`src/logic/video_pkg.sv`:
```
// Raster is fixed at 384x264 pixel periods with a 256x224 visible window; no scroll or flip
`default_nettype none

package video_pkg;

    typedef logic [8:0] hcount_t;
    typedef logic [8:0] vcount_t;

    // Horizontal raster positions in pixel periods
    localparam hcount_t h_total   = 9'd384;
    localparam hcount_t h_visible = 9'd256;
    localparam hcount_t hs_start  = 9'd300;
    localparam hcount_t hs_end    = 9'd318;

    // Vertical raster positions in lines
    localparam vcount_t v_total  = 9'd264;
    localparam vcount_t vb_end   = 9'd15;
    localparam vcount_t vb_start = 9'd239;
    localparam vcount_t vs_start = 9'd254;
    localparam vcount_t vs_end   = 9'd2;

    // Timing bundle shared by both layers and the mixer
    typedef struct packed {
        hcount_t hdump;
        vcount_t vdump;
        // Line being drawn by the sprite layer, one ahead of vdump
        vcount_t vrender;
        logic    lhbl;
        logic    lvbl;
        logic    hinit;
    } video_timing_t;

endpackage

`default_nettype wire

```
`src/logic/video_timer.sv`:
```
// Counters advance only on pxl_cen; all decoded outputs are registered and low until the first strobe
`timescale 1ns/1ps
`default_nettype none

module video_timer (
    input  wire logic                     clk,
    input  wire logic                     rst_n,
    input  wire logic                     pxl_cen,
    output video_pkg::video_timing_t      timing,
    output logic                          hs,
    output logic                          vs
);

    video_pkg::hcount_t h_next;
    video_pkg::vcount_t v_next;
    video_pkg::vcount_t v_render;

    always_comb begin
        if (timing.hdump == video_pkg::h_total - 9'd1)
            h_next = '0;
        else
            h_next = timing.hdump + 9'd1;

        // Line advances when the horizontal count wraps
        v_next = timing.vdump;
        if (h_next == '0)
            v_next = (timing.vdump == video_pkg::v_total - 9'd1) ? '0 : timing.vdump + 9'd1;

        v_render = (v_next == video_pkg::v_total - 9'd1) ? '0 : v_next + 9'd1;
    end

    always_ff @(posedge clk or negedge rst_n) begin
        if (!rst_n) begin
            timing <= '0;
            hs     <= 1'b0;
            vs     <= 1'b0;
        end else if (pxl_cen) begin
            timing.hdump   <= h_next;
            timing.vdump   <= v_next;
            timing.vrender <= v_render;
            timing.lhbl    <= h_next < video_pkg::h_visible;
            timing.lvbl    <= v_next > video_pkg::vb_end && v_next <= video_pkg::vb_start;
            timing.hinit   <= h_next == '0;
            hs <= h_next >= video_pkg::hs_start && h_next < video_pkg::hs_end;
            // Vertical sync wraps through line 0
            vs <= v_next >= video_pkg::vs_start || v_next < video_pkg::vs_end;
        end
    end

endmodule

`default_nettype wire

```
`config.mk`:
```
export PLATFORM = sky130hd
export DESIGN_NAME = video_timer
export DESIGN_NICKNAME = d
export VERILOG_FILES = /design/src/logic/video_pkg.sv /design/src/logic/video_timer.sv
export SDC_FILE = /design/constraint.sdc
export NUM_CORES = 1
export LEC_CHECK = 0
export BUFFER_PORTS_ARGS = -buffer_cell sky130_fd_sc_hd__buf_2
export CAP_MARGIN = 20
export CORE_ASPECT_RATIO = 1.75
export CORE_MARGIN = 1.5
export CORE_UTILIZATION = 40
export CTS_BUF_LIST = sky130_fd_sc_hd__clkbuf_8
export CTS_CLUSTER_SIZE = 20
export DETAILED_ROUTE_END_ITERATION = 16
export GPL_TIMING_DRIVEN = 0
export PLACE_DENSITY = 0.6
export SLEW_MARGIN = 20
export SYNTH_ARGS = -nofsm -noshare
export SYNTH_HDL_FRONTEND = slang
export SYNTH_SLANG_ARGS = --single-unit
```
`constraint.sdc`:
```
create_clock -name clk -period 8.55 [get_ports clk]
set_clock_uncertainty 0.2 [all_clocks]
set_input_delay 1.71 -clock clk [delete_from_list [all_inputs] [get_ports clk]]
set_output_delay 1.71 -clock clk [all_outputs]
set_load 0.02 [all_outputs]
```
==> results by stage <==
Outcome:
- The flow ran to the end, and the final reports show no timing, DRC or antenna violations.

Timing:
- The minimum clock period after layout is a little over 4000 ps.
- The number of slew-limit violations in the final report is 0.
- The setup TNS is 0 ps.
- The headroom to the max-slew limit is 50.5%.
- Setup repair after global routing left no endpoint under its margin.
- The highest achievable clock rate is 0.246 GHz.
- The worst hold margin is between 200 and 300 ps.
- The worst-margin pin slew is 742 ps.
- The final critical path takes up a little under half of the cycle.
- The final hold violation count is 0.
- The final number of setup-violating endpoints is 0.

Critical path:
- The required time at the worst-slack endpoint is around 8500 ps.
- The endpoint type of the worst setup path is a register.
- The path type of the worst setup path is reg -> reg.
- The type of origin of the critical path is a register.
- The critical path data arrival time is 4040 ps.
- The number of cells traversed by the worst register-to-register path is 15.
- In this run the worst path has a maximum fanout of 10.

Drt:
- Dividing the detail-routed wire length by the instance count gives ~17 microns.
- The final routed wirelength across all metal layers is between 6 and 7 mm.
- The via density per instance is ~6.
- Once detail routing completed, the nets flagged for antenna violations numbered 0.
- The detailed router placed 2277 vias in this run.
- Before antenna repair, the detailed router went through 4 iterations.
- The detailed router finished its first iteration with 139 violations.
- The residual DRC count is 0.

Power and ir drop:
- In this run the static leakage power is 1.19 nW.
- The net switching fraction of the power is between 40% and 50%.
- The power density normalized to cell area is approximately 260 nW/um^2.
- The peak supply drop is 139 uV.
- The fraction of power consumed by sequential logic is between 30 and 40%.
- The share of total power in the clock network is 16.3%.
- The analysis attributes to net switching a power of roughly 0.00034 W.
- The combinational cell fraction of total power is roughly 53%.
- The post-layout total power is 0.000744 W.
- The internal portion of total power is 0.000400 W.

Clock tree:
- The count of instances resized after the clock tree is built is 0.
- The number of buffers created by CTS is 5.
- The CTS sink count is 32.
- The number of buffers between clock root and the deepest sink is 2.
- Clock tree synthesis selected as its root buffer the cell clkbuf_8.
- The H-tree depth is 2.
- The post-cts hold buffer count is 0.
- The number of buffers inserted to repair setup after CTS is 0.
- The clock-pin slew on the worst setup and hold paths is ~70 ps.
- The clock latency reported for the late side of the worst-skew pair is 300 ps.
- The clock tree from TritonCTS is yes.

Placement:
- The placed instance area is between 2000 and 3000 sq um.
- The post-detailed-placement half-perimeter wirelength is 5.02 mm.
- At the end of routability-driven placement, the weighted congestion stood at 0.849.
- Buffers placed on the I/O ports in this run total 33.
- Once placement completed, the tool counted placed cells totaling approximately 380.

Synth:
- By area the synthesized netlist is led by dfrtp_1 (32%), nand2_1 (4.0%), a21oi_1 (3.2%), nor2_1 (2.9%), nand3_1 (2.8%).
- The most repeated cell in the gate-level netlist after synthesis is dfrtp_1.
- Yosys mapped a number of flops with a built-in enable equal to 0.
- In the synthesized netlist the async set-or-reset flop fraction comes to between 90% and 100%.
- The number of distinct library cells after synthesis is 75.
- During synthesis, Yosys emitted a total of 0 warnings.
- Sorting the synthesized cells by how often they occur yields dfrtp_1 (32), nand2_1 (26), nor2_1 (19), a21oi_1 (16), nand3_1 (14).
- The proportion of netlist area held by the largest area contributor is about a third.
- The cell area after synthesis is roughly 2500 sq um.
- The mean cell area of the mapped netlist is 9.10 sq um.
- The post-synthesis net count is between 200 and 300.
- The synthesized flop and latch total is 32.
- The cell accounting for the most synthesized area is dfrtp_1.
- Of the synthesized area, sequential elements account for 32.5%.
- The most common flop cell mapped by yosys is dfrtp_1.
- Synthesis handed over a netlist of around 270 instances.

Floorplanning:
- Pin placement for this block handled 35 I/O pins.
- The die extent in y is 107 microns.
- The floorplan has 37 rows.
- For this configuration, the core starts out at a cell density of between 40% and 50%.
- The area of the placeable core is approximately 6000 sq um.
- Measured along the x axis, the die boundary spans just over 60 microns.
- The die outline area is between 6000 and 7000 sq um.

GRT:
- The total overflow left after global routing is 0.
- The initial antenna violation count is 0.
- The first-pass GRT wire length is about 11 mm.
- The met3 track demand over resource is roughly 3.6%.
- The global-route usage over all layers is 21.3%.
- The maximum number of pins on one net before global-route repair is 33.
- Global routing consumed, on the met1 layer, around 22% of the routing resources.
- The via count of the first global-routing pass was between 2000 and 2500.
- After global routing, the most crowded layer is met2.
- In the global route stage, met2 resource usage came out at around two fifths.

Layout:
- The post-layout instance area is around 2800 sq um.
- The final instance count without filler cells is between 300 and 400.
- The number of diodes added for antenna fixing is 0.
- The number of nets in the layout is around 320.
- The area growth from synthesis to final layout is 14.3%.
- The fraction of layout instances using a drive strength above 1 is approximately a quarter.

Min path:
- In this run the worst hold path is classified as reg -> reg.
- Along the worst hold path, the cell count comes to 1.

Flow run:
- Max-cap violations in this run came to 0.
[path summary, 6_finish.rpt]
path,end,slack (ps),start
worst min register to register,timing[3]$_DFFE_PN0P_,290,timing[3]$_DFFE_PN0P_
worst max-delay path,timing[6]$_DFFE_PN0P_,4480,timing[21]$_DFFE_PN0P_
worst min-delay path,timing[3]$_DFFE_PN0P_,290,timing[3]$_DFFE_PN0P_
max in group asynchronous,timing[1]$_DFFE_PN0P_,6400,rst_n
worst max register to register,timing[6]$_DFFE_PN0P_,4480,timing[21]$_DFFE_PN0P_
min in group asynchronous,timing[26]$_DFFE_PN0P_,1270,rst_n
[metal layers]
metal	wire [microns]	up-vias
met3	175	17
met4	277	0
li1	-	1097
met2	3640	46
met1	2550	1117
met5	0	-
[per-stage QoR]
stage	util [%]	setup slack, ps
final	47.6	4480
after global routing	47.6	4150
after CTS	47.6	4470
after detailed placement	46.1	4490
after global placement	46.1	4540
after floorplan	-	4890
[sequential cells by signal, indices dropped and copies added, names as in the netlist]
signal	flops
hs	1
timing	30
vs	1
[layout by cell type (no fill, tap or decap), drive strengths merged, types with 5 or more instances in the layout]
cell	n
xnor2	8
and3	5
o31ai	6
o21ai	14
clkbuf	15
nand2	26
mux2	6
inv	9
xor2	7
buf	44
o2bb2ai	5
a21oi	16
nor2	20
nand3	16
nor4	5
dfrtp	32
nor3	6
[layout make-up]
class	count	area [sq um]
Tap cell	78	97.6
Clock inverter	2	7.51
Clock buffer	6	82.6
Fill cell	645	3110
Multi-Input combinational cell	212	1520
Buffer	20	121
Sequential cell	32	801
Inverter	7	26.3
Timing Repair Buffer	33	165
[power groups by stage]
| stage | registers (W) | logic (W) | clock network, W |
|---|---|---|---|
| floorplan | 0.000268 | 0.000254 | 0 |
| global placement | 0.000227 | 0.000392 | 0 |
| detailed placement | 0.000228 | 0.000396 | 0 |
| CTS | 0.000226 | 0.000398 | 0.000126 |
| global route | 0.000232 | 0.000437 | 0.000131 |
| finish | 0.000225 | 0.000397 | 0.000121 |
[kinds of logic after synthesis]
kind of cell | synth area share, %
adder cells (fa/ha/maj) | 2.03
buffers and inverters | 5.99
AO/OA/AOI/OAI | 26.4
flip-flops | 32.5
multiplexers | 4.06
XOR/XNOR | 5.33
AND/OR/NAND/NOR | 23.7
[worst max-delay path: stages, from the launching register on]
cell       delay (ps)
dfrtp_1           500
ha_1              270
buf_6             140
and4_4            190
buf_6             120
or3_1             410
nand3_1           220
a211oi_2          100
buf_6             170
o21ai_0           350
ha_1              270
nand2_1            60
a21oi_1           190
nor2b_1           140
o41ai_2           470
o2bb2ai_1         130
Power figures use the tool's default switching activity.
