--- config.mk ---
export PLATFORM = sky130hd
export DESIGN_NAME = sprite_layer
export DESIGN_NICKNAME = d
export VERILOG_FILES = /design/src/logic/video_pkg.sv /design/src/logic/gfx_pkg.sv /design/src/logic/sprite_layer.sv
export SDC_FILE = /design/constraint.sdc
export NUM_CORES = 2
export LEC_CHECK = 0
export BUFFER_PORTS_ARGS = -buffer_cell sky130_fd_sc_hd__buf_4
export CAP_MARGIN = 0
export CORE_MARGIN = 2
export CORE_UTILIZATION = 46
export DETAILED_ROUTE_END_ITERATION = 16
export HOLD_SLACK_MARGIN = 0.1
export PLACE_DENSITY_LB_ADDON = 0.3
export SLEW_MARGIN = 0
export SYNTH_ARGS = -nofsm -noshare
export SYNTH_HDL_FRONTEND = slang
export SYNTH_SLANG_ARGS = --single-unit
--- constraint.sdc ---
create_clock -name clk -period 13.65 [get_ports clk]
set_input_delay 2.0475 -clock clk [delete_from_list [all_inputs] [get_ports clk]]
set_output_delay 2.0475 -clock clk [all_outputs]
set_load 0.005 [all_outputs]
--- src/logic/video_pkg.sv ---
// Raster is fixed at 384x264 pixel periods with a 256x224 visible window; no scroll or flip
`default_nettype none

package video_pkg;

    typedef logic [8:0] hcount_t;
    typedef logic [8:0] vcount_t;

    // Horizontal raster positions in pixel periods
    localparam hcount_t h_total   = 9'd384;
    localparam hcount_t h_visible = 9'd256;
    localparam hcount_t hs_start  = 9'd300;
    localparam hcount_t hs_end    = 9'd318;

    // Vertical raster positions in lines
    localparam vcount_t v_total  = 9'd264;
    localparam vcount_t vb_end   = 9'd15;
    localparam vcount_t vb_start = 9'd239;
    localparam vcount_t vs_start = 9'd254;
    localparam vcount_t vs_end   = 9'd2;

    // Timing bundle shared by both layers and the mixer
    typedef struct packed {
        hcount_t hdump;
        vcount_t vdump;
        // Line being drawn by the sprite layer, one ahead of vdump
        vcount_t vrender;
        logic    lhbl;
        logic    lvbl;
        logic    hinit;
    } video_timing_t;

endpackage

`default_nettype wire

--- src/logic/gfx_pkg.sv ---
// Pixel, memory and CPU bus types; sprite pixel 0 is transparent, ROM pixel 0 in the top nibble
`default_nettype none

package gfx_pkg;

    typedef logic [3:0]  pixel_t;
    typedef logic [11:0] colour_t;
    // Layer bit on top, layer pixel below
    typedef logic [4:0]  pal_addr_t;
    // Tile code (9 bits) then row (3 bits)
    typedef logic [11:0] tile_addr_t;
    // Sprite code (8), row (4), half (1, left is 0)
    typedef logic [12:0] spr_addr_t;
    typedef logic [31:0] rom_word_t;

    typedef struct packed {
        logic [10:0] addr;
        logic [7:0]  dout;
        logic        rnw;
    } cpu_bus_t;

    localparam int n_sprites = 8;

    // Byte offsets within a 4-byte sprite descriptor
    localparam logic [1:0] spr_ofs_y    = 2'd0;
    localparam logic [1:0] spr_ofs_code = 2'd1;
    localparam logic [1:0] spr_ofs_attr = 2'd2;
    localparam logic [1:0] spr_ofs_x    = 2'd3;

    // Attribute byte bits
    localparam int attr_hflip = 0;
    localparam int attr_en    = 7;

endpackage

`default_nettype wire

--- src/logic/sprite_layer.sv ---
// Draws on every clock in hblank, so pxl_cen must be at most every other clock to fit 8 sprites
`timescale 1ns/1ps
`default_nettype none

module sprite_layer (
    input  wire logic                        clk,
    input  wire logic                        rst_n,
    input  wire logic                        pxl_cen,
    input  wire gfx_pkg::cpu_bus_t           cpu,
    input  wire logic                        obj_cs,
    output logic [7:0]                       obj_dout,
    input  wire video_pkg::video_timing_t    timing,
    output gfx_pkg::spr_addr_t               spr_addr,
    output logic                             spr_cs,
    input  wire gfx_pkg::rom_word_t          spr_data,
    input  wire logic                        en,
    output gfx_pkg::pixel_t                  obj_pxl
);

    typedef enum logic [1:0] {
        st_idle,
        st_check,
        st_fetch,
        st_draw
    } state_t;

    state_t state;

    logic [7:0]      obj_ram [32];
    // Two 256-pixel line buffers, bank in the top address bit
    gfx_pkg::pixel_t lbuf [512];

    logic [2:0]      idx;
    logic [2:0]      cnt;
    logic            half;
    logic            sel;
    logic            front;
    logic [7:0]      spr_y;
    logic [7:0]      spr_code;
    logic [7:0]      spr_attr;
    logic [7:0]      spr_x;
    logic [7:0]      dy;
    logic [8:0]      px;
    logic [2:0]      nib_idx;
    gfx_pkg::pixel_t nib;
    logic            wr_en;

    always_comb begin
        spr_y    = obj_ram[{idx, gfx_pkg::spr_ofs_y}];
        spr_code = obj_ram[{idx, gfx_pkg::spr_ofs_code}];
        spr_attr = obj_ram[{idx, gfx_pkg::spr_ofs_attr}];
        spr_x    = obj_ram[{idx, gfx_pkg::spr_ofs_x}];
        dy       = timing.vrender[7:0] - spr_y;
        px       = {1'b0, spr_x} + {5'd0, half, cnt};
        // Mirrored sprites read each word back to front
        nib_idx  = spr_attr[gfx_pkg::attr_hflip] ? ~cnt : cnt;
        nib      = spr_data[{~nib_idx, 2'b11} -: 4];
        // Front already follows the swap during the hinit period
        front    = sel ^ timing.hinit;
        // Occupied slots keep the lower-numbered sprite
        wr_en    = state == st_draw && nib != '0 && !px[8] &&
                   lbuf[{~front, px[7:0]}] == '0;
    end

    // CPU port
    always_ff @(posedge clk) begin
        if (obj_cs && !cpu.rnw)
            obj_ram[cpu.addr[4:0]] <= cpu.dout;
        if (obj_cs)
            obj_dout <= obj_ram[cpu.addr[4:0]];
    end

    // Display clears what it reads, drawing only happens in blank
    always_ff @(posedge clk) begin
        if (pxl_cen && timing.lhbl)
            lbuf[{front, timing.hdump[7:0]}] <= '0;
        else if (wr_en)
            lbuf[{~front, px[7:0]}] <= nib;
    end

    always_ff @(posedge clk or negedge rst_n) begin
        if (!rst_n) begin
            obj_pxl <= '0;
            sel     <= 1'b0;
        end else if (pxl_cen) begin
            obj_pxl <= (en && timing.lhbl) ? lbuf[{front, timing.hdump[7:0]}] : '0;
            if (timing.hinit)
                sel <= ~sel;
        end
    end

    always_ff @(posedge clk or negedge rst_n) begin
        if (!rst_n) begin
            state    <= st_idle;
            idx      <= '0;
            cnt      <= '0;
            half     <= 1'b0;
            spr_cs   <= 1'b0;
            spr_addr <= '0;
        end else begin
            spr_cs <= 1'b0;
            case (state)
                st_idle: begin
                    // Start at the fall of lhbl
                    if (pxl_cen && timing.hdump == video_pkg::h_visible) begin
                        idx   <= '0;
                        state <= st_check;
                    end
                end
                st_check: begin
                    if (spr_attr[gfx_pkg::attr_en] && dy[7:4] == 4'd0) begin
                        spr_addr <= {spr_code, dy[3:0], spr_attr[gfx_pkg::attr_hflip]};
                        spr_cs   <= 1'b1;
                        half     <= 1'b0;
                        state    <= st_fetch;
                    end else if (idx == 3'(gfx_pkg::n_sprites - 1)) begin
                        state <= st_idle;
                    end else begin
                        idx <= idx + 3'd1;
                    end
                end
                st_fetch: begin
                    // ROM word is valid from the next clock on
                    cnt   <= '0;
                    state <= st_draw;
                end
                st_draw: begin
                    cnt <= cnt + 3'd1;
                    if (cnt == 3'd7) begin
                        if (!half) begin
                            half        <= 1'b1;
                            spr_addr[0] <= ~spr_addr[0];
                            spr_cs      <= 1'b1;
                            state       <= st_fetch;
                        end else if (idx == 3'(gfx_pkg::n_sprites - 1)) begin
                            state <= st_idle;
                        end else begin
                            idx   <= idx + 3'd1;
                            state <= st_check;
                        end
                    end
                end
                default: state <= st_idle;
            endcase
        end
    end

endmodule

`default_nettype wire

==> flow_summary.toml <==
[sta]
period_minus_slack_ps = 10540
rsz0062_at_grt = "false"
hold_viol = 0
finalSetupViolCount = 0
worstMarginPinSlew_ps = 1360
slew_headroom_pct = 9.24
fin_ws_ps = 3110
fmax_mhz = 94.8
tns_ps = 0
finClkSkew_ps = 56.6
finalHoldWorstSlack_ps = 525
drv_slew = 0
period_share_pct = 77.2

[synthesis]
yosys_most_used_dff = "edfxtp_1"
avgSynthCellArea_sq_um = 17.2
syn_area_sq_um = 108000
synth_top_area_share_pct = 64.5
muxShareOfSynthArea_pct = 19.2
seq_area_frac_synth_pct = 65.1
synth_top_family_by_area = "multiplexers"
ys_types = 82
synth_nets = 6367
synthTopCellsByCount = "edfxtp_1 (2312), mux4_2 (864), a21oi_1 (654)"
synth_compound_area_share_pct = 6.32
yosysTopAreaCell = "edfxtp_1"
synth_enable_flop_cells = 2312
synth_warnings = 0
syn_inst = 6263
synth-simple-area-share_pct = 6.94
synth_xor_area_share_pct = 0.153
yosysMostFrequentCell = "edfxtp_1"
ys_top_cells_by_area = "edfxtp_1 (64%), mux4_2 (18%), a21oi_1 (3.0%), nor4_1 (1.3%), nand4_2 (1.2%)"
synth_seq_cells = 2340
async_flop_share_pct = 1.20
synth_adder_area_share_pct = 0.212

[detailed_routing]
routed_wl_mm = 313
via_per_inst = 6.89
dr_total_vias = 65441
first_pass_iters = 7
drc = 0
wire_per_inst_um = 32.9
drtIter0Drc = 8455
ant_nets = 0

[setup_path]
regToRegSetupSlack_ps = 3110
r2r_end = "lbuf[433][2]$_DFFE_PP_"
path_common_cell = "buf_4"
cpLargestDelayFamily = "compound AO/OA/AOI/OAI gates"
cp-end-kind = "register"
cp-start-kind = "register"
path_cells = "buf_4 > mux4_2 > nand2_1 > nand2_1 > fa_4 > a21o_1 > a21oi_2 > xor2_4 > buf_4 > mux4_2 > mux2_2 > a2111oi_2 > a31oi_1 > a311oi_2 > o211a_4 > buf_4 > buf_4 > nand4_2 > a21oi_1"
rr_startpoint = "idx[0]$_DFFE_PN0P_"
cp.arrival_ps = 11060
crit_path_max_fanout = 69
path_buf_inv = 4
critPathKind = "reg2reg"
critPathMaxStageDelay_ps = 870
critical_path.slowest_cell = "buf_4"
critPathRequiredTime_ps = 14160
reg2reg_depth = 19

[grt]
antenna_found_initial = 12
grt_util_all_layers_pct = 26.1
grt_pass1_vias = 65616
grt_max_degree = 208
grt_pass1_wl_mm = 455
gr-total-overflow = 0

[clock_tree]
htreeDepth = 4
cts-root-buf = "clkbuf_16"
clk_pin_slew_ps = 60
ctsResizeCount = 0
holdBufCountCts = 0
cts_tree = "yes"
numCtsBuffers = 229
postCtsSetupRepairBufs = 0
clk_latency_ps = 890
cts.sinks = 2340
clock_path_buffers = 3

[pwr]
power_density_nw_per_um2 = 236
vdd_drop_max_mv = 0.356
leakagePower_nw = 39.4

[layout]
final_nets = 6341
multiInputGateArea_sq_um = 35500
drive_gt1_share_pct = 25.4
num-fill-cells = 18538
final_util_pct = 51.3
seq_area_sq_um = 70100
synthToLayoutAreaGrowth_pct = 10.8

[floorplan]
ios = 113
chipHeight_um = 488
start_util_pct = 46.3
dieArea_sq_um = 238000
row_count = 177
core_sq_um = 233000
die_x_um = 488

[place]
hpwlAfterDp_mm = 191
portBuffers = 95
dpl_worst_slack_ps = 3310
gp_congestion = 0.890

[flow_run]
cap_violations = 0

[outcome]
status = "completed"

[worst_hold_path]
worstHoldStart = "spr_addr[1]$_DFFE_PN0P_"
hold_path_depth = 2
min_path_type = "reg2reg"
min_to = "spr_addr[1]$_DFFE_PN0P_"
area by class of cell:
cell class                      count  area share (%)
Antenna cell                       17          0.0357
Clock buffer                      266            5.01
Clock inverter                    163            1.48
Inverter                           25          0.0786
Multi-Input combinational cell   3420            29.8
Sequential cell                  2340            58.8
Tap cell                         3043            3.19
Timing Repair Buffer              221            1.67
registers in the layout, summed over array words and instances, names as in the netlist:
name      count
spr_cs        1
state         2
idx           3
sel           1
half          1
cnt           3
obj_ram     256
lbuf       2048
spr_addr     13
obj_pxl       4
obj_dout      8
per-stage QoR:
stage | area [sq um] | std cells | total power, W
global placement | 112000 | 9049 | 0.0214
CTS | 119000 | 9478 | 0.0279
floorplan | 108000 | 6263 | 0.0168
finish | 119000 | 9495 | 0.0281
global route | 119000 | 9482 | 0.0288
detailed placement | 112000 | 9049 | 0.0215
kinds of logic (layout without fill, tap and decap cells):
| family | Yosys count | count (layout) |
|---|---|---|
| AO/OA/AOI/OAI | 1122 | 1122 |
| XOR/XNOR | 18 | 18 |
| adder cells (fa/ha/maj) | 17 | 17 |
| buffers and inverters | 503 | 675 |
| flip-flops | 2340 | 2340 |
| multiplexers | 981 | 981 |
| other | 0 | 17 |
| AND/OR/NAND/NOR | 1282 | 1282 |
metal layers:
layer  routed length, um  vias to the layer above  global-route usage, %  share of wire, %
met5                  53                        -                      0             0.017
met1              117000                    33950                   35.4                38
li1                    -                    26606                      -                 -
met2              148000                     4125                   41.5                47
met3               33000                      752                   5.18                11
met4               14200                        8                   11.1               4.5
layout by cell type (no fill, tap or decap), types with 33 or more instances in the layout:
| cell type | n |
|---|---|
| a211oi_1 | 84 |
| a21oi_1 | 652 |
| a22oi_1 | 53 |
| buf_4 | 193 |
| bufinv_16 | 33 |
| clkbuf_16 | 234 |
| clkinv_1 | 43 |
| clkinv_2 | 49 |
| edfxtp_1 | 2312 |
| mux2i_1 | 91 |
| mux4_2 | 864 |
| nand2_1 | 135 |
| nand3_1 | 33 |
| nand4_1 | 37 |
| nand4_2 | 106 |
| nor2_1 | 267 |
| nor2b_1 | 37 |
| nor3_1 | 213 |
| nor4_1 | 219 |
| o21ai_0 | 65 |
| o41ai_1 | 54 |
| or3_1 | 119 |
worst max-delay path by stage:
stage                       start                      to  cells past startpoint
2_1_floorplan  idx[0]$_DFFE_PN0P_    lbuf[0][1]$_DFFE_PP_                     23
3_3_place_gp   idx[0]$_DFFE_PN0P_  lbuf[433][2]$_DFFE_PP_                     19
3_5_place_dp   idx[0]$_DFFE_PN0P_  lbuf[433][2]$_DFFE_PP_                     19
4_1_cts        idx[0]$_DFFE_PN0P_  lbuf[433][2]$_DFFE_PP_                     19
5_1_grt        idx[0]$_DFFE_PN0P_  lbuf[433][2]$_DFFE_PP_                     19
6_report       idx[0]$_DFFE_PN0P_  lbuf[433][2]$_DFFE_PP_                     19
power breakdown:
group | leakage, nW | internal (W) | switching, W
logic | 12.2 | 0.00331 | 0.00901
clock network | 3.75 | 0.00376 | 0.00277
registers | 23.4 | 0.00919 | 0.0000876
tightest hold or removal path, stage by stage (launching register included):
cell	delay, ps
dfrtp_1	380
inv_1	50
mux2i_1	50
Note: power is estimated with default switching activity, not from simulation.
