### src/logic/video_pkg.sv
// Raster is fixed at 384x264 pixel periods with a 256x224 visible window; no scroll or flip
`default_nettype none

package video_pkg;

    typedef logic [8:0] hcount_t;
    typedef logic [8:0] vcount_t;

    // Horizontal raster positions in pixel periods
    localparam hcount_t h_total   = 9'd384;
    localparam hcount_t h_visible = 9'd256;
    localparam hcount_t hs_start  = 9'd300;
    localparam hcount_t hs_end    = 9'd318;

    // Vertical raster positions in lines
    localparam vcount_t v_total  = 9'd264;
    localparam vcount_t vb_end   = 9'd15;
    localparam vcount_t vb_start = 9'd239;
    localparam vcount_t vs_start = 9'd254;
    localparam vcount_t vs_end   = 9'd2;

    // Timing bundle shared by both layers and the mixer
    typedef struct packed {
        hcount_t hdump;
        vcount_t vdump;
        // Line being drawn by the sprite layer, one ahead of vdump
        vcount_t vrender;
        logic    lhbl;
        logic    lvbl;
        logic    hinit;
    } video_timing_t;

endpackage

`default_nettype wire

### src/logic/gfx_pkg.sv
// Pixel, memory and CPU bus types; sprite pixel 0 is transparent, ROM pixel 0 in the top nibble
`default_nettype none

package gfx_pkg;

    typedef logic [3:0]  pixel_t;
    typedef logic [11:0] colour_t;
    // Layer bit on top, layer pixel below
    typedef logic [4:0]  pal_addr_t;
    // Tile code (9 bits) then row (3 bits)
    typedef logic [11:0] tile_addr_t;
    // Sprite code (8), row (4), half (1, left is 0)
    typedef logic [12:0] spr_addr_t;
    typedef logic [31:0] rom_word_t;

    typedef struct packed {
        logic [10:0] addr;
        logic [7:0]  dout;
        logic        rnw;
    } cpu_bus_t;

    localparam int n_sprites = 8;

    // Byte offsets within a 4-byte sprite descriptor
    localparam logic [1:0] spr_ofs_y    = 2'd0;
    localparam logic [1:0] spr_ofs_code = 2'd1;
    localparam logic [1:0] spr_ofs_attr = 2'd2;
    localparam logic [1:0] spr_ofs_x    = 2'd3;

    // Attribute byte bits
    localparam int attr_hflip = 0;
    localparam int attr_en    = 7;

endpackage

`default_nettype wire

### src/logic/color_mixer.sv
// Palette is only loaded through the programming port and has no reset contents
`timescale 1ns/1ps
`default_nettype none

module color_mixer (
    input  wire logic                        clk,
    input  wire logic                        rst_n,
    input  wire logic                        pxl_cen,
    input  wire video_pkg::video_timing_t    timing,
    input  wire gfx_pkg::pixel_t             scr_pxl,
    input  wire gfx_pkg::pixel_t             obj_pxl,
    input  wire logic [7:0]                  prog_data,
    input  wire logic [5:0]                  prog_addr,
    input  wire logic                        prom_en,
    output logic [3:0]                       red,
    output logic [3:0]                       green,
    output logic [3:0]                       blue,
    output logic                             lhbl_dly,
    output logic                             lvbl_dly
);

    // Green in the high nibble, red in the low one
    logic [7:0] pal_rg [32];
    logic [3:0] pal_b  [32];

    gfx_pkg::pal_addr_t pal_addr;
    gfx_pkg::colour_t   colour;
    logic               lhbl_d1;
    logic               lvbl_d1;

    // Any opaque sprite pixel wins over the tiles
    always_comb begin
        pal_addr = (obj_pxl != '0) ? {1'b1, obj_pxl} : {1'b0, scr_pxl};
        colour   = {pal_rg[pal_addr][3:0], pal_rg[pal_addr][7:4], pal_b[pal_addr]};
    end

    always_ff @(posedge clk) begin
        if (prom_en) begin
            if (prog_addr[0])
                pal_b[prog_addr[5:1]] <= prog_data[3:0];
            else
                pal_rg[prog_addr[5:1]] <= prog_data;
        end
    end

    always_ff @(posedge clk or negedge rst_n) begin
        if (!rst_n) begin
            lhbl_d1  <= 1'b0;
            lvbl_d1  <= 1'b0;
            lhbl_dly <= 1'b0;
            lvbl_dly <= 1'b0;
            {red, green, blue} <= '0;
        end else if (pxl_cen) begin
            lhbl_d1  <= timing.lhbl;
            lvbl_d1  <= timing.lvbl;
            lhbl_dly <= lhbl_d1;
            lvbl_dly <= lvbl_d1;
            {red, green, blue} <= (lhbl_d1 && lvbl_d1) ? colour : '0;
        end
    end

endmodule

`default_nettype wire

### config.mk
export PLATFORM = sky130hd
export DESIGN_NAME = color_mixer
export DESIGN_NICKNAME = d
export VERILOG_FILES = /design/src/logic/video_pkg.sv /design/src/logic/gfx_pkg.sv /design/src/logic/color_mixer.sv
export SDC_FILE = /design/constraint.sdc
export NUM_CORES = 1
export LEC_CHECK = 0
export ABC_AREA = 0
export BUFFER_PORTS_ARGS = -buffer_cell sky130_fd_sc_hd__buf_2
export CAP_MARGIN = 20
export CORE_MARGIN = 2
export CORE_UTILIZATION = 55
export DETAILED_ROUTE_END_ITERATION = 10
export HOLD_SLACK_MARGIN = 0.02
export PLACE_DENSITY = 0.75
export SLEW_MARGIN = 20
export SYNTH_ARGS = -nofsm -noshare
export SYNTH_HDL_FRONTEND = slang
export SYNTH_SLANG_ARGS = --single-unit
### constraint.sdc
create_clock -name clk -period 1.5 [get_ports clk]
set_input_delay 0.15 -clock clk [delete_from_list [all_inputs] [get_ports clk]]
set_output_delay 0.15 -clock clk [all_outputs]
set_load 0.05 [all_outputs]
==> results.toml, run 1 <==
[synth]
synth_area_leaders = "edfxtp_1, mux4_2, nand2_1"
synth_edf_count = 384
netlist_area_um2 = 15700
syn_inst = 946
synthFlopType = "edfxtp_1"
async_reset_ff_share_pct = 4.00
yosysWarningCount = 0
ys_seq_area_share_pct = 76.2
synth_top_area_cell = "edfxtp_1"
yosysUniqueCellTypes = 41
synth.net_count = 1002
synth_top_area_share_pct = 73.6
synth.avg_cell_area_um2 = 16.6
synth_seq_cells = 400

[power]
power.leakage_nw = 6.39
combPwrFrac_pct = 7.3
power_density_nw_per_um2 = 1230
netSwitchingFraction_pct = 21.6
clkPwrFrac_pct = 39.1
max-vdd-ir-drop_mv = 1.09
p_switching_mw = 5.01
power.internal_mw = 18.2
seqPwrFrac_pct = 53.6

[final_layout]
drive_gt1_share_pct = 28.2
final_common_cell = "edfxtp_1"
nets = 1182
final_cell_mix = "edfxtp_1, nand2_1, buf_4"
antennaDiodeCount = 0
fillers = 1847
area_delta_synth_final_pct = 20.4
fin_cells = 1532

[critical_path]
critPathLaunchType = "input pin"
slowest_delay_ns = 0.55
r2r_start = "lvbl_d1"
slowest_stage = "mux4_2"
cp_top_family = "simple AND/OR/NAND/NOR gates"
reg2reg_to = "blue[2]"
cp_num_buf_inv = 2
critPathArrivalTime_ns = 1.99
cp_max_fo = 10
rrSetupSlack_ns = 0
worstSetupPathType = "input pin to flip-flop"
reg2reg_depth = 5
cp-end-kind = "flip-flop"
required_ns = 1.90
crit_path_cell_trace = "buf_6, nor4b_4, or2_4, buf_12, mux4_2, o22a_1, nand4_1, o221ai_1"

[worst_hold_path]
min_from = "prog_data[0]"
whs_path_depth = 1
whs_endpoint = "pal_rg[13][0]"
min_path_type = "input pin to flip-flop"

[timing]
fmax_mhz = 629
timing.final.crit_share_pct = 106
min_period_ns = 1.59
whs_ns = 0.0598
maxSlewViolCount = 0
post-route-worst-setup-slack_ns = -0.0909
final-hold-violation-count = 0
max_slew.worst_pin.slew_ns = 0.721
max_slew_margin_pct = 51.9
rsz0062_at_grt = "yes"
setup_viol = 11
finClkSkew_ns = 0.0162

[run]
drv_cap = 0

[routing]
vias = 9223
final_antenna_net_count = 0
avgRoutedWirePerCell_um = 24.0
drtPass1Iterations = 5
drtIter0Drc = 898
drc = 0
wl_um = 36700
vias_per_cell = 6.02

[placement]
preCtsSetupSlack_ns = -0.807
port_buffers = 41
dp.cells = 1445
hpwl_um = 22300
place_congestion = 0.830

[global_routing]
gr-usage-all-layers_pct = 24.7
grt_max_degree = 65
grt_pass1_vias = 9242
antenna_found_initial = 0
grt.overflow.total = 0
grt_pass1_wl_um = 55000

[floorplan]
die_y_um = 173
dieArea_um2 = 29900
rows = 61
ioPinCount = 70
die_x_um = 173
coreArea_um2 = 27900
start_util_pct = 56.1

[cts]
htreeDepth = 2
clkSlewWorstSetupHoldPaths_ns = 0.06
clock_tree.root_cell = "clkbuf_16"
cts_tree = "built"
cts_buffer_depth = 3
cts_num_sinks = 400
cts_buffers = 39
worstSkewPairLatency_ns = 0.53

[run_status]
status = "finished with violations"
violations = "negative setup slack"
flip-flops by register name, indices dropped and copies added (netlist names):
name,flops
red,4
lvbl_dly,1
lvbl_d1,1
lhbl_dly,1
blue,4
lhbl_d1,1
green,4
pal_b,128
pal_rg,256
cell type report:
class / count / area [um^2] / area share [%]
Clock buffer: 52 / 1070 / 5.66
Multi-Input combinational cell: 480 / 3500 / 18.6
Tap cell: 378 / 473 / 2.51
Clock inverter: 17 / 104 / 0.550
Inverter: 13 / 48.8 / 0.259
Sequential cell: 400 / 11900 / 63.2
Timing Repair Buffer: 192 / 1740 / 9.23
metrics by stage:
step | cell area, um^2 | setup TNS (ns) | utilization, % | power [mW]
after global routing | 18900 | -1.42 | 67.5 | 23.8
final | 18900 | -0.627 | 67.5 | 23.2
after global placement | 17400 | -9.00 | 62.3 | 14.2
after CTS | 18800 | -0.699 | 67.3 | 23.3
after detailed placement | 17400 | -10.75 | 62.3 | 14.2
after floorplan | 15800 | -4.41 | - | 13.5
per-layer routing:
metal	share of wire, %	global-route usage [%]	wire [um]
met1	39	32.9	14400
met2	51	42.4	18600
met4	3.3	8.47	1210
met3	6.9	3.39	2530
met5	0	0	0
worst register-to-register path: stages, from the launching register on:
cell      delay, ns
dfrtp_1        0.38
nand4b_1       0.18
buf_12         0.20
a31oi_1        0.21
nand4_1        0.22
o221ai_1       0.22
power by group through the flow:
| stage | clock network (mW) | logic, mW | registers (mW) |
|---|---|---|---|
| final | 9.07 | 1.70 | 12.4 |
| after global routing | 9.58 | 1.80 | 12.4 |
| after CTS | 9.15 | 1.67 | 12.4 |
| after detailed placement | 0 | 1.58 | 12.7 |
| after global placement | 0 | 1.54 | 12.7 |
| after floorplan | 0 | 0.714 | 12.8 |
worst max-delay path by stage:
stage                     from        to  cells past startpoint
CTS                 obj_pxl[1]    red[1]                      8
finish              obj_pxl[2]  green[1]                      8
global placement    obj_pxl[3]   blue[1]                      8
floorplan           obj_pxl[3]  green[0]                      8
global route        obj_pxl[2]    red[1]                      9
detailed placement  obj_pxl[3]   blue[1]                      8
timing repair:
| action | 4_1_cts | 5_1_grt |
|---|---|---|
| setup endpoints to repair | 12 | 12 |
| setup buffers | 9 | 0 |
| hold endpoints to repair | 20 | 0 |
| cloned | 2 | 1 |
| pin swaps | 7 | 3 |
| hold buffers | 6 | 0 |
| resized for setup | 14 | 7 |
cell families (layout without fill, tap and decap cells):
logic type,Yosys count,after routing,synth area share (%)
DFF,400,400,76.2
muxes,66,66,8.17
buffers and inverters,66,274,2.60
AOI/OAI and AO/OA,79,79,3.81
and+or+nand+nor,335,335,9.27
cell usage after synthesis, types with 3 or more instances:
cell and n:
edfxtp_1 384, nand2_1 168, nor2_1 74, nand3_1 52, mux4_2 45, nand4_1 25
a31oi_1 24, clkbuf_1 17, dfrtp_1 16, o22ai_1 14, inv_1 13, a32oi_1 12
mux2i_1 12, o221ai_1 12, buf_2 11, o22a_1 11, dlygate4sd1_1 6, mux2_2 6
buf_6 5, buf_1 4, buf_4 4, mux4_1 3, nand3b_1 3, nor2b_1 3
No activity file was read; power rests on OpenSTA's default activity.
==> run 2, diff against run 1 <==
--- a/config.mk
+++ b/config.mk
@@ -12,7 +12,7 @@
 export CORE_UTILIZATION = 55
 export DETAILED_ROUTE_END_ITERATION = 10
 export HOLD_SLACK_MARGIN = 0.02
-export PLACE_DENSITY = 0.75
+export PLACE_DENSITY = 0.81
 export SLEW_MARGIN = 20
 export SYNTH_ARGS = -nofsm -noshare
 export SYNTH_HDL_FRONTEND = slang
==> run 2 against run 1 <==
Compared with the run above: the flow still finishes with violations (negative setup slack); non-clock buffer count is 1 higher; clock-buffer cell count is 2 lower; sequential share of layout area is 0.39 points lower; clock power is 6.2% higher; sequential cell count stayed put; first-iteration DRC count is 32% higher; sequential power hardly changed; die area stayed put; final cell count is 0.13% higher; largest power group unchanged; combinational power hardly changed; register-to-register slack better by 0.02 ns; critical endpoint is now blue[3].
==> results.toml, run 2 (synthesized netlist as in run 1, its figures left out) <==
[global_routing]
antenna_found_initial = 0
grt_pass1_vias = 9727
grt_max_degree = 65
gr-usage-all-layers_pct = 25.7
grt.overflow.total = 0
grt_pass1_wl_um = 57500

[routing]
final_antenna_net_count = 0
drc = 0
vias_per_cell = 6.19
wl_um = 38400
drtPass1Iterations = 5
vias = 9489
avgRoutedWirePerCell_um = 25.0
drtIter0Drc = 1185

[critical_path]
cp_max_fo = 9
worstSetupPathType = "input pin to flip-flop"
cp-end-kind = "flip-flop"
required_ns = 1.90
critPathArrivalTime_ns = 2.08
critPathLaunchType = "input pin"
rrSetupSlack_ns = 0.02

[timing]
final-hold-violation-count = 0
rsz0062_at_grt = "yes"
maxSlewViolCount = 0
max_slew.worst_pin.slew_ns = 0.687
fmax_mhz = 595
min_period_ns = 1.68
max_slew_margin_pct = 54.2
post-route-worst-setup-slack_ns = -0.180
timing.final.crit_share_pct = 112
finClkSkew_ns = 0.0221
setup_viol = 12

[final_layout]
final_common_cell = "edfxtp_1"
area_delta_synth_final_pct = 21.2
largest_reg_flops = 256
fillers = 1740
stdcell_area_um2 = 19000
nets = 1184
antennaDiodeCount = 0
drive_gt1_share_pct = 28.9
final_cell_mix = "edfxtp_1, nand2_1, buf_4"

[placement]
port_buffers = 41
place_congestion = 0.823
postPlaceCellArea_um2 = 17400
hpwl_um = 23100

[run_status]
status = "finished with violations"
violations = "negative setup slack"

[floorplan]
die_x_um = 173
ioPinCount = 70
rows = 61
start_util_pct = 56.1
die_y_um = 173
coreArea_um2 = 27900
dieArea_um2 = 29900

[power]
power_density_nw_per_um2 = 1250
total_power_mw = 23.8
max-vdd-ir-drop_mv = 1.06
power.leakage_nw = 6.45

[cts]
clkSlewWorstSetupHoldPaths_ns = 0.06
cts_num_sinks = 400
clock_tree.root_cell = "clkbuf_16"
cts_tree = "built"
cts_buffer_depth = 3
cts_buffers = 40
worstSkewPairLatency_ns = 0.54
htreeDepth = 2

[worst_hold_path]
min_path_type = "input pin to flip-flop"

[run]
drv_cap = 0
==> run 2: power by group <==
group	internal (mW)	total (mW)	switching, mW
Sequential	12.4	12.4	0.0684
Combinational	0.664	1.71	1.05
Clock	5.58	9.63	4.05
Total	18.6	23.8	5.17
==> run 2: area by class of cell <==
type                    instances  area, um^2  share of cell area [%]
clock inverters                20         191                    1.01
well taps                     378         473                    2.49
multi-input cells             480        3490                    18.4
flip-flops and latches        400       11900                    62.9
clock buffers                  50        1070                    5.63
repair buffers                193        1780                    9.36
inverters                      13        48.8                   0.257
==> run 2: per-layer routing <==
| metal | wire length (um) | vias to the layer above | GRT usage, % |
|---|---|---|---|
| met2 | 19000 | 598 | 41.9 |
| met1 | 14400 | 4751 | 34.4 |
| li1 | - | 4039 | - |
| met4 | 1480 | 0 | 11.5 |
| met3 | 3510 | 101 | 4.60 |
| met5 | 0 | - | 0 |
==> run 2: worst paths after layout <==
check,start,endpoint,cells past startpoint
min reg2reg,lvbl_dly,lvbl_dly,1
max in group asynchronous,rst_n,blue[3],2
max,obj_pxl[2],blue[3],9
min in group asynchronous,rst_n,red[3],2
max reg2reg,pal_b[2][2],blue[2],4
min,prog_data[2],pal_b[18][2],1
==> run 2: critical path, stage by stage <==
cell      delay, ns
buf_8          0.10
nor4b_4        0.31
or2_4          0.23
buf_6          0.14
buf_12         0.14
buf_4          0.18
mux4_2         0.51
o22ai_1        0.19
o221ai_1       0.12
==> run 2: what timing repair did <==
item	in CTS	in global routing
hold buffers	5	0
gates resized for setup	18	8
buffers inserted	9	4
pin swaps	8	7
cloned	2	1
hold endpoints to repair	19	0
endpoints found under the setup margin	11	12
==> run 2: through the flow <==
step | utilization, % | setup TNS [ns] | worst slack [ns] | hold slack [ns] | instances
2_1_floorplan | - | -4.41 | -0.330 | -0.146 | 946
3_3_place_gp | 62.3 | -8.61 | -0.650 | 0.102 | 1445
3_5_place_dp | 62.3 | -12.37 | -0.708 | 0.104 | 1445
4_1_cts | 67.8 | -0.975 | -0.122 | 0.0902 | 1531
5_1_grt | 68.0 | -2.09 | -0.223 | 0.115 | 1534
6_report | 68.0 | -1.59 | -0.180 | 0.110 | 1534
